===== src/source/sensor_pkg.sv =====
package sensor_pkg;

	// ##################################################################
	// Sensor readings
	// ##################################################################

	typedef logic signed [7:0] celsius_t;  // Whole degrees C
	typedef logic [15:0] lux_t;            // One light sensor

	// ##################################################################
	// Climate sources and light directions
	// ##################################################################

	localparam int NUM_SOURCES = 3;
	localparam int NUM_DIRS    = 4;

	typedef enum logic [1:0] {
		SRC_AMBIENT    = 2'd0,
		SRC_GEOTHERMAL = 2'd1,
		SRC_SOLAR      = 2'd2
	} source_e;

	// Light sensor slots in the snapshot
	localparam int DIR_NORTH = 0;
	localparam int DIR_EAST  = 1;
	localparam int DIR_SOUTH = 2;
	localparam int DIR_WEST  = 3;

endpackage


===== src/source/config_pkg.sv =====
package config_pkg;

	import sensor_pkg::*;

	// ##################################################################
	// Register map
	// ##################################################################

	typedef logic [1:0] cfg_addr_t;

	localparam cfg_addr_t CFG_LUX_TH  = 2'd0;  // Tracker threshold
	localparam cfg_addr_t CFG_CH_BASE = 2'd1;  // Channel k at base + k

	// ##################################################################
	// Threshold types
	// ##################################################################

	typedef struct packed {
		celsius_t cooldown;  // High byte
		celsius_t heatup;    // Low byte
	} th_pair_t;

	// One written word, decoded by address
	typedef union packed {
		lux_t     lux_th;
		th_pair_t pair;
	} cfg_word_u;

	// ##################################################################
	// Reset values
	// ##################################################################

	localparam lux_t     LUX_TH_RESET   = 16'd256;
	localparam celsius_t COOLDOWN_RESET = 8'sd30;
	localparam celsius_t HEATUP_RESET   = 8'sd15;

endpackage


===== src/source/sample_if.sv =====
`timescale 1ns/1ns

interface sample_if;

	import sensor_pkg::*;

	logic     strobe;                    // One cycle per new snapshot
	celsius_t greenhouse;
	celsius_t source_temp [NUM_SOURCES]; // By source_e
	lux_t     lux [NUM_DIRS];            // N, E, S, W

	modport producer (
		output strobe,
		output greenhouse,
		output source_temp,
		output lux
	);

	modport consumer (
		input strobe,
		input greenhouse,
		input source_temp,
		input lux
	);

endinterface


===== src/source/actuator_driver.sv =====
`timescale 1ns/1ns

module actuator_driver (
	input  logic                               clk,
	input  logic                               rst_n,
	input  logic [sensor_pkg::NUM_SOURCES-1:0] request,
	input  logic [sensor_pkg::NUM_SOURCES-1:0] heating,
	output logic                               window_open,
	output logic                               fan_on,
	output logic                               geothermal_on,
	output logic                               solarheater_on
);

	import sensor_pkg::*;

	logic ambient_cooling;

	// Window is open to cool, so heaters must not fight it
	assign ambient_cooling = request[SRC_AMBIENT] & ~heating[SRC_AMBIENT];

	always_ff @(posedge clk or negedge rst_n) begin
		if (!rst_n) begin
			window_open    <= 1'b0;
			geothermal_on  <= 1'b0;
			solarheater_on <= 1'b0;
		end else begin
			window_open    <= request[SRC_AMBIENT];
			geothermal_on  <= request[SRC_GEOTHERMAL] &
				~(ambient_cooling & heating[SRC_GEOTHERMAL]);
			solarheater_on <= request[SRC_SOLAR] &
				~(ambient_cooling & heating[SRC_SOLAR]);
		end
	end

	assign fan_on = window_open;  // Fan runs with the window

endmodule


===== src/source/climate_channel.sv =====
`timescale 1ns/1ns

module climate_channel (
	input  logic                 clk,
	input  logic                 rst_n,
	sample_if.consumer           smp,
	input  sensor_pkg::source_e  src,
	input  config_pkg::th_pair_t th,
	output logic                 request,
	output logic                 heating
);

	import sensor_pkg::*;

	celsius_t src_temp;
	logic     cool_case;
	logic     heat_case;

	assign src_temp = smp.source_temp[src];

	// Greenhouse too warm and this source can carry heat away
	assign cool_case = (smp.greenhouse > th.cooldown) && (src_temp < smp.greenhouse);

	// Greenhouse too cold and this source can bring heat in
	assign heat_case = (smp.greenhouse < th.heatup) && (src_temp > smp.greenhouse);

	always_ff @(posedge clk or negedge rst_n) begin
		if (!rst_n) begin
			request <= 1'b0;
			heating <= 1'b0;
		end else if (smp.strobe) begin
			request <= cool_case | heat_case;
			heating <= heat_case;  // Read by the interlock
		end
	end

endmodule


===== src/source/config_regs.sv =====
`timescale 1ns/1ns

module config_regs (
	input  logic                 clk,
	input  logic                 rst_n,
	input  logic                 cfg_write,
	input  config_pkg::cfg_addr_t cfg_addr,
	input  config_pkg::cfg_word_u cfg_data,
	output sensor_pkg::lux_t     lux_th,
	output config_pkg::th_pair_t ch_th [sensor_pkg::NUM_SOURCES]
);

	import sensor_pkg::*;
	import config_pkg::*;

	localparam th_pair_t TH_RESET = '{cooldown: COOLDOWN_RESET, heatup: HEATUP_RESET};

	// ##################################################################
	// Tracker threshold
	// ##################################################################

	always_ff @(posedge clk or negedge rst_n) begin
		if (!rst_n) begin
			lux_th <= LUX_TH_RESET;
		end else if (cfg_write && cfg_addr == CFG_LUX_TH) begin
			lux_th <= cfg_data.lux_th;  // Light view of the word
		end
	end

	// ##################################################################
	// Channel threshold pairs
	// ##################################################################

	always_ff @(posedge clk or negedge rst_n) begin
		if (!rst_n) begin
			for (int k = 0; k < NUM_SOURCES; k++) begin
				ch_th[k] <= TH_RESET;
			end
		end else if (cfg_write) begin
			for (int k = 0; k < NUM_SOURCES; k++) begin
				if (cfg_addr == cfg_addr_t'(CFG_CH_BASE + k)) begin
					ch_th[k] <= cfg_data.pair;  // Pair view of the word
				end
			end
		end
	end

endmodule


===== src/source/greenhouse_ctrl.sv =====
`timescale 1ns/1ns

module greenhouse_ctrl (
	input  logic                  clk,
	input  logic                  rst_n,
	input  logic                  sample_valid,
	input  sensor_pkg::celsius_t  greenhouse_temp,
	input  sensor_pkg::celsius_t  ambient_temp,
	input  sensor_pkg::celsius_t  geothermal_temp,
	input  sensor_pkg::celsius_t  solar_temp,
	input  sensor_pkg::lux_t      n_lux,
	input  sensor_pkg::lux_t      e_lux,
	input  sensor_pkg::lux_t      s_lux,
	input  sensor_pkg::lux_t      w_lux,
	input  logic                  cfg_write,
	input  config_pkg::cfg_addr_t cfg_addr,
	input  config_pkg::cfg_word_u cfg_data,
	output logic                  window_open,
	output logic                  fan_on,
	output logic                  geothermal_on,
	output logic                  solarheater_on,
	output logic                  move_north,
	output logic                  move_east,
	output logic                  move_south,
	output logic                  move_west
);

	import sensor_pkg::*;
	import config_pkg::*;

	lux_t                   lux_th;
	th_pair_t               ch_th [NUM_SOURCES];
	logic [NUM_SOURCES-1:0] request;
	logic [NUM_SOURCES-1:0] heating;

	sample_if smp ();

	// ##################################################################
	// Capture and configuration
	// ##################################################################

	sensor_capture i_capture (
		.clk             (clk),
		.rst_n           (rst_n),
		.sample_valid    (sample_valid),
		.greenhouse_temp (greenhouse_temp),
		.ambient_temp    (ambient_temp),
		.geothermal_temp (geothermal_temp),
		.solar_temp      (solar_temp),
		.n_lux           (n_lux),
		.e_lux           (e_lux),
		.s_lux           (s_lux),
		.w_lux           (w_lux),
		.smp             (smp)
	);

	config_regs i_config (
		.clk       (clk),
		.rst_n     (rst_n),
		.cfg_write (cfg_write),
		.cfg_addr  (cfg_addr),
		.cfg_data  (cfg_data),
		.lux_th    (lux_th),
		.ch_th     (ch_th)
	);

	// ##################################################################
	// Decision stages
	// ##################################################################

	for (genvar i = 0; i < NUM_SOURCES; i++) begin : g_channel
		climate_channel i_channel (
			.clk     (clk),
			.rst_n   (rst_n),
			.smp     (smp),
			.src     (source_e'(i)),
			.th      (ch_th[i]),
			.request (request[i]),
			.heating (heating[i])
		);
	end

	sun_tracker i_tracker (
		.clk        (clk),
		.rst_n      (rst_n),
		.smp        (smp),
		.lux_th     (lux_th),
		.move_north (move_north),
		.move_east  (move_east),
		.move_south (move_south),
		.move_west  (move_west)
	);

	actuator_driver i_driver (
		.clk            (clk),
		.rst_n          (rst_n),
		.request        (request),
		.heating        (heating),
		.window_open    (window_open),
		.fan_on         (fan_on),
		.geothermal_on  (geothermal_on),
		.solarheater_on (solarheater_on)
	);

endmodule


===== src/source/sensor_capture.sv =====
`timescale 1ns/1ns

module sensor_capture (
	input  logic               clk,
	input  logic               rst_n,
	input  logic               sample_valid,
	input  sensor_pkg::celsius_t greenhouse_temp,
	input  sensor_pkg::celsius_t ambient_temp,
	input  sensor_pkg::celsius_t geothermal_temp,
	input  sensor_pkg::celsius_t solar_temp,
	input  sensor_pkg::lux_t   n_lux,
	input  sensor_pkg::lux_t   e_lux,
	input  sensor_pkg::lux_t   s_lux,
	input  sensor_pkg::lux_t   w_lux,
	sample_if.producer         smp
);

	import sensor_pkg::*;

	// Strobe follows the capture edge by one cycle
	always_ff @(posedge clk or negedge rst_n) begin
		if (!rst_n) begin
			smp.strobe <= 1'b0;
		end else begin
			smp.strobe <= sample_valid;
		end
	end

	// Snapshot holds until the next sample_valid
	always_ff @(posedge clk) begin
		if (sample_valid) begin
			smp.greenhouse                  <= greenhouse_temp;
			smp.source_temp[SRC_AMBIENT]    <= ambient_temp;
			smp.source_temp[SRC_GEOTHERMAL] <= geothermal_temp;
			smp.source_temp[SRC_SOLAR]      <= solar_temp;
			smp.lux[DIR_NORTH]              <= n_lux;
			smp.lux[DIR_EAST]               <= e_lux;
			smp.lux[DIR_SOUTH]              <= s_lux;
			smp.lux[DIR_WEST]               <= w_lux;
		end
	end

endmodule


===== src/source/sun_tracker.sv =====
`timescale 1ns/1ns

module sun_tracker (
	input  logic             clk,
	input  logic             rst_n,
	sample_if.consumer       smp,
	input  sensor_pkg::lux_t lux_th,
	output logic             move_north,
	output logic             move_east,
	output logic             move_south,
	output logic             move_west
);

	import sensor_pkg::*;

	// Bit 1 moves toward a, bit 0 toward b
	function automatic logic [1:0] axis_move(lux_t a, lux_t b, lux_t th);
		logic [1:0] mv;
		mv = 2'b00;
		if (a > b && (a - b) > th) begin
			mv = 2'b10;
		end else if (b > a && (b - a) > th) begin
			mv = 2'b01;
		end
		return mv;
	endfunction

	logic [1:0] ns_move;
	logic [1:0] ew_move;

	assign ns_move = axis_move(smp.lux[DIR_NORTH], smp.lux[DIR_SOUTH], lux_th);
	assign ew_move = axis_move(smp.lux[DIR_EAST], smp.lux[DIR_WEST], lux_th);

	always_ff @(posedge clk or negedge rst_n) begin
		if (!rst_n) begin
			move_north <= 1'b0;
			move_south <= 1'b0;
			move_east  <= 1'b0;
			move_west  <= 1'b0;
		end else if (smp.strobe) begin
			{move_north, move_south} <= ns_move;
			{move_east, move_west}   <= ew_move;
		end
	end

endmodule


===== config.mk =====
export PLATFORM = sky130hd
export DESIGN_NAME = greenhouse_ctrl
export DESIGN_NICKNAME = d
export VERILOG_FILES = /design/src/source/sensor_pkg.sv /design/src/source/config_pkg.sv /design/src/source/sample_if.sv /design/src/source/actuator_driver.sv /design/src/source/climate_channel.sv /design/src/source/config_regs.sv /design/src/source/greenhouse_ctrl.sv /design/src/source/sensor_capture.sv /design/src/source/sun_tracker.sv
export SDC_FILE = /design/constraint.sdc
export NUM_CORES = 1
export LEC_CHECK = 0
export ABC_AREA = 1
export BUFFER_PORTS_ARGS = -buffer_cell sky130_fd_sc_hd__buf_4
export CAP_MARGIN = 20
export CORE_MARGIN = 8
export CORE_UTILIZATION = 64
export DETAILED_ROUTE_END_ITERATION = 7
export GPL_TIMING_DRIVEN = 0
export PLACE_DENSITY_LB_ADDON = 0.12
export SYNTH_ARGS = -nofsm -noshare
export SYNTH_HDL_FRONTEND = slang
export SYNTH_SLANG_ARGS = --single-unit

===== constraint.sdc =====
create_clock -name clk -period 6.4 [get_ports clk]
set_input_delay 0.64 -clock clk [delete_from_list [all_inputs] [get_ports clk]]
set_output_delay 0.64 -clock clk [all_outputs]
set_load 0.005 [all_outputs]

==> results of run 1 <==
==> per-stage QoR <==
step                      cells  utilization
after floorplan            1494            -
after CTS                  1916        0.746
after global placement     1884        0.714
final                      1917        0.748
after detailed placement   1884        0.714
after global routing       1917        0.748
==> layout by cell type, fill, tap and decap left out, types with 25 or more instances in the layout <==
cell      count
nand2_1     335
inv_1       263
ha_1        195
buf_4       131
nor2_1      108
a21oi_1      97
o21ai_0      97
edfxtp_1     96
dfrtp_1      53
xor2_1       52
nand3_1      35
dfstp_2      25
==> routing by layer <==
metal,wire length (µm),share of wire
met1,13100,0.44
met4,514,0.017
met3,1780,0.059
met2,14500,0.48
met5,0,0
==> layout make-up <==
class	instances	area (µm²)
buffer	27	133
sequential	174	4870
clock buffer	17	425
timing repair buffer	126	966
inverter	266	998
tap	265	332
fill	1466	4880
multi-input combinational	1027	6530
clock inverter	15	205
==> registers in the layout, indices dropped and copies added (netlist names) <==
register,cells
i_capture.smp.lux,64
i_config.ch_th,48
i_capture.smp.source_temp,24
i_config.lux_th,16
i_capture.smp.greenhouse,8
g_channel.i_channel.heating,3
g_channel.i_channel.request,3
i_capture.smp.strobe,1
i_driver.fan_on,1
i_driver.geothermal_on,1
i_driver.solarheater_on,1
i_tracker.move_east,1
i_tracker.move_north,1
i_tracker.move_south,1
i_tracker.move_west,1
==> final timing paths <==
check | to | slack [ns] | cells after the start
max | i_tracker.move_west$_DFFE_PN0P_ | 3.18 | 18
min | i_driver.geothermal_on$_DFF_PN0_ | 0.35 | 1
max reg2reg | i_tracker.move_west$_DFFE_PN0P_ | 3.18 | 18
min reg2reg | i_driver.fan_on$_DFF_PN0_ | 0.48 | 0
max in group asynchronous | i_config.lux_th[1]$_DFFE_PN0P_ | 5.36 | 1
min in group clk | i_capture.smp.source_temp[6]$_DFFE_PP_ | 0.37 | 1
==> cells by family after synthesis <==
| kind of cell | count (synthesis) |
|---|---|
| flops | 174 |
| compound gates | 258 |
| buf+inv | 293 |
| simple gates | 515 |
| fa+ha+maj | 199 |
| xor+xnor | 55 |
==> where the power goes <==
group	internal [µW]	leakage (µW)	switching, µW	total (µW)
clock	573	0.000308	526	1100
combinational	572	0.00529	841	1410
sequential	1350	0.00186	92.3	1440
total	2500	0.00746	1460	3960
==> impl_results.md, run 1 <==
* Initial antenna violation count at 0
* Vias in the first global route at 10200
* Post-route ant nets at 0
* Routed WL per cell at 15.6 µm
* IO Count at roughly 130
* Final WL at 29900 µm
* Layout cells sized above 1 at 0.137
* Critical Path Source: i_capture.smp.lux[34]$_DFFE_PP_
* XOR/XNOR share of the synthesized area at 0.0385
* TritonCTS clock tree: done
* Final Power at about 4000 µW
* Root Buffer: clkbuf_16
* Syn Nets at 1811
* Main combinational cell family by area after synthesis: adder cells
* Tot GR Track Use at 0.251
* Final Hold Viols at 0
* Top cell type's share of synthesized area at 0.230
* First-iteration detailed-routing DRC count at about 750
* Setup Crit Path Kind: flop to flop
* Syn Area/Cell at about 8.4 µm²
* Setup TNS at 0 ns
* PostCTS Resize Cnt at 0
* Number of synthesized flops with an enable pin at 96
* Synth top area cells: edfxtp_1 (23%), ha_1 (19%), dfrtp_1 (11%), nand2_1 (10%), inv_1 (7.9%)
* Seq/Total Area, Yosys at 0.388
* Worst vdd ir at 0.201 mV
* Maxcap violations at 0
* Max H-tree Level at 4
* CP endpoint kind: flop
* Worst Skew at 0.0101 ns
* GR peak layer: met2
* Die Ht at 156 µm
* Initial Utilization at 0.648
* Remaining Overflow, GRT at 0
* Synth Register Bits at 174
* Element type at the critical path start: flop
* Synth Warn # at 0
* WP buf/inv at 2
* Mapped Area at 0.0125 mm²
* DRC Markers at 0
* Post-synth top area cell: edfxtp_1
* Crit path largest cell delay at 0.41 ns
* Synth-to-layout area growth at 15.4%
* Placeable Area at 0.0193 mm²
* Period minus WS final at 3.22 ns
* Async S/R FF share, synth at 0.448
* Worst slew margin at 0.315
* Final net count at around 2000
* Clock sinks at 174
* WHS at roughly 0.35 ns
* Die X at 156 µm
* CP max stage cell: edfxtp_1
* Largest net degree at the start of global routing at 98
* Die ar. at about 0.024 mm²
* Pre-antenna DRT Iters at 5
* Worst-skew pair later-pin latency at 0.44 ns
* Ys flop type: edfxtp_1
* Critical path arrival at 3.55 ns
* Critical register-to-register path startpoint: i_capture.smp.lux[34]$_DFFE_PP_
* Post-DP HPWL at 23400 µm
* Met1 usage at 0.322
* CTS Hold Bufs at 0
* GRT met3 Usage at 0.0485
* Final Max Tran Viols at 0
* LEAKAGE at around 0.0075 µW
* Yosys cell types at 41
* Most instantiated cells after synthesis: nand2_1 (335), inv_1 (263), ha_1 (195)
* Crit path cell chain: ha_1 -> buf_4 -> a21oi_1 -> o21ai_1 -> nand2_1 -> nand2_1 -> nand2_1 -> o211ai_2 -> xnor2_1 -> inv_1 -> ha_1 -> nand4_1 -> nor3_1 -> nand3_1 -> nand2_1 -> nor2_1 -> nand3_1 -> nand2_1
* Post-CTS Setup Repair Bufs at 0
* Compound-cell area share of the yosys netlist at 0.115
* Slew @ Worst Pin at 1.03 ns
* Diode count at 0
* CP max FO at 6
* Fin area at 0.0145 mm²
* Outcome: complete, no violations
* Final Wtd Congestion at 0.962
* Clk pin slew, worst setup/hold paths at 0.07 ns
* Met2 usage at 0.424
* Power Density at 274 mW/mm²
* Port bufs at 125
* Cells after Synth at 1494
* Most frequent cell after synthesis: nand2_1
* Total CTS buffers at 17
* FP Rows at 51
* Mux contribution to synthesized area at 0
* Critical path's top delay family: simple AND/OR/NAND/NOR gates
* Setup slack after layout at 3.18 ns
* Pre-CTS setup slack at 3.31 ns
* Simple-Gate Fraction of Synth Area at 0.167
* Worst EP required at 6.73 ns
* First-pass GRT wire length at just under 50000 µm
* Most frequent CP cell: nand2_1
* Via density at approximately 5.4
* RSZ-0062 raised after global routing: no
* Total number of vias at approximately 10000
* Final setup fails at 0
* Tcrit/Tclk final at 0.503
* Clk buf depth at 2
* Adder-Cell Fraction of Synth Area at 0.201
* Hold crit path type: input port to async pin
* FMAX at between 300 and 400 MHz
* Placement Cell Area at 0.0138 mm²
Power figures use the tool's default switching activity.
==> run 2: changes to the inputs <==
--- a/config.mk
+++ b/config.mk
@@ -9,7 +9,7 @@
 export BUFFER_PORTS_ARGS = -buffer_cell sky130_fd_sc_hd__buf_4
 export CAP_MARGIN = 20
 export CORE_MARGIN = 8
-export CORE_UTILIZATION = 64
+export CORE_UTILIZATION = 61
 export DETAILED_ROUTE_END_ITERATION = 7
 export GPL_TIMING_DRIVEN = 0
 export PLACE_DENSITY_LB_ADDON = 0.12
==> constraint.sdc (replaced) <==
create_clock -name clk -period 3.2 [get_ports clk]
set_input_delay 0.32 -clock clk [delete_from_list [all_inputs] [get_ports clk]]
set_output_delay 0.32 -clock clk [all_outputs]
set_load 0.005 [all_outputs]
==> impl_results.md, run 2 (synthesis gave the netlist of run 1 again) <==
* Worst Setup EP: i_tracker.move_north$_DFFE_PN0P_
* Worst slew margin at 0.352
* Clock sinks at roughly 170
* Commonest non-fill, non-tap cells in the layout: nand2_1 (334), inv_1 (262), ha_1 (190), buf_4 (135), nor2_1 (105)
* Element type at the critical path start: flop
* Critical Path Source: i_capture.smp.lux[18]$_DFFE_PP_
* Die X at 159 µm
* Period minus WS final at approximately 3.1 ns
* Max layer used: met4
* Critical path arrival at around 3.4 ns
* Setup Crit Path Kind: flop to flop
* Layout cells sized above 1 at 0.151
* Met3 wire length at 1410 µm
* Worst-skew pair later-pin latency at 0.44 ns
* Setup slack after layout at 0.146 ns
* Worst vdd ir at roughly 0.38 mV
* Largest net degree at the start of global routing at 98
* Remaining Overflow, GRT at 0
* CP max stage cell: edfxtp_1
* Tcrit/Tclk final at 0.954
* Diode count at 0
* Met2 WL at 13800 µm
* Maxcap violations at 0
* Worst EP required at 3.53 ns
* FP Rows at 52
* Final net count at 1960
* Total number of vias at 10200
* Slew @ Worst Pin at just under 1 ns
* Routed WL per cell at approximately 15 µm
* Max FFs per register at 64
* Crit path largest cell delay at 0.41 ns
* Clk buf depth at 2
* Die Ht at 159 µm
* Final Wtd Congestion at between 0.9 and 1
* Clk pin slew, worst setup/hold paths at 0.08 ns
* Final WL at 29300 µm
* Worst reg-to-reg setup slack at 0.15 ns
* Initial Utilization at 0.621
* Port bufs at 125
* Vias in the first global route at 10200
* Critical register-to-register path startpoint: i_capture.smp.lux[18]$_DFFE_PP_
* Outcome: complete, no violations
* CP max FO at 6
* Fin area at 0.0145 mm²
* Synth-to-layout area growth at 16.0%
* FMAX at about 330 MHz
* Final Max Tran Viols at 0
* Pre-CTS setup slack at 0.111 ns
* TritonCTS clock tree: done
* Post-DP HPWL at 22900 µm
* Tot GR Track Use at 0.231
* Via density at 5.27
* Final setup fails at 0
* Die ar. at 0.0254 mm²
* Biggest regs: i_capture.smp.lux (64), i_config.ch_th (48), i_capture.smp.source_temp (24)
* DRC Markers at 0
* LEAKAGE at 0.00745 µW
* First-pass GRT wire length at 48000 µm
* Final Hold Viols at 0
* Fillers at 1612
* Worst Skew at 0.0114 ns
* Pre-antenna DRT Iters at 5
* Final Power at 7810 µW
* Total CTS buffers at 17
* CTS Hold Bufs at 0
* Placeable Area at 0.0202 mm²
* Root Buffer: clkbuf_16
* IO Count at around 130
* Crit path cell chain: inv_1 -> ha_1 -> buf_4 -> a21oi_1 -> o21a_1 -> nor2_1 -> o21ai_1 -> nand3_1 -> xor2_1 -> ha_1 -> nand4_1 -> nor2_2 -> nand4_1 -> nand2_1 -> a21oi_2 -> nand3_1 -> nand2_1
* First-iteration detailed-routing DRC count at 688
* Commonest non-fill, non-tap cell in the layout: nand2_1
* WL met1 at 13400 µm
* CP endpoint kind: flop
* Worst Reg2Reg Path Length in Cells at 17
* Power Density at 537 mW/mm²
* Hold crit path type: input port to async pin
* Max H-tree Level at 4
* Placement Cell Area at 0.0138 mm²
* Post-route ant nets at 0
* Reg-to-Reg End: i_tracker.move_north$_DFFE_PN0P_
* Initial antenna violation count at 0
* Most flop-heavy register: i_capture.smp.lux
-- run 2: changes by cell type in the layout (fill, tap and decap cells not counted), moves of 3 or more --
cell and change:
nor3_2 +3, a21oi_1 -3, nor2_1 -3, ha_1 -5, o21ai_0 -3, ha_2 +4
a21oi_2 +3, clkinvlp_4 +3, buf_4 +4, nor2_2 +3, nor3_1 -3
-- run 2: layout make-up --
type / count / area (µm²) / area share
Buffer: 27 / 135 / 0.00930
Clock buffer: 17 / 425 / 0.0293
Clock inverter: 15 / 168 / 0.0115
Inverter: 266 / 998 / 0.0687
Multi-Input combinational cell: 1027 / 6600 / 0.454
Sequential cell: 174 / 4870 / 0.335
Tap cell: 270 / 338 / 0.0232
Timing Repair Buffer: 130 / 996 / 0.0685
-- run 2: worst max-delay path: cells and delay by family, from the launching register on --
kind                     cells  cell delay, ns
AND/OR/NAND/NOR              8            0.88
XOR/XNOR                     1            0.18
buffers and inverters        2            0.25
flip-flops                   1            0.41
AO/OA/AOI/OAI                4            0.67
adder cells (fa/ha/maj)      2            0.55
-- run 2: per-layer routing --
metal | track usage | up-vias
met5 | 0 | -
li1 | - | 5143
met1 | 0.297 | 4708
met3 | 0.0455 | 45
met4 | 0.0793 | 0
met2 | 0.383 | 259
-- run 2: metrics by stage --
stage,util,instances,hold slack [ns],setup TNS [ns]
after floorplan,-,1494,0.0244,0
after global placement,0.684,1889,0.449,0
after detailed placement,0.684,1889,0.453,0
after CTS,0.714,1921,0.0376,0
after global routing,0.720,1926,0.0283,-0.0174
final,0.720,1926,0.00791,0
-- run 2: worst min-delay path by stage --
| stage | slack (ns) | from | cells after the start | endpoint |
|---|---|---|---|---|
| 3_5_place_dp | 0.45 | g_channel[0].i_channel.request$_DFFE_PN0P_ | 0 | i_driver.fan_on$_DFF_PN0_ |
| 2_1_floorplan | 0.02 | rst_n | 0 | g_channel[0].i_channel.heating$_DFFE_PN0P_ |
| 4_1_cts | 0.04 | s_lux[13] | 1 | i_capture.smp.lux[29]$_DFFE_PP_ |
| 6_report | 0.008 | rst_n | 1 | i_driver.geothermal_on$_DFF_PN0_ |
| 5_1_grt | 0.03 | geothermal_temp[0] | 1 | i_capture.smp.source_temp[8]$_DFFE_PP_ |
| 3_3_place_gp | 0.45 | g_channel[0].i_channel.request$_DFFE_PN0P_ | 0 | i_driver.fan_on$_DFF_PN0_ |
-- run 2: timing repair --
action	CTS	global route
resized for setup	0	26
buffers inserted	0	4
setup endpoints to repair	0	4
-- run 2: power by group --
group	internal (µW)	switching, µW
sequential	2710	184
clock	1050	1020
combinational	1160	1690
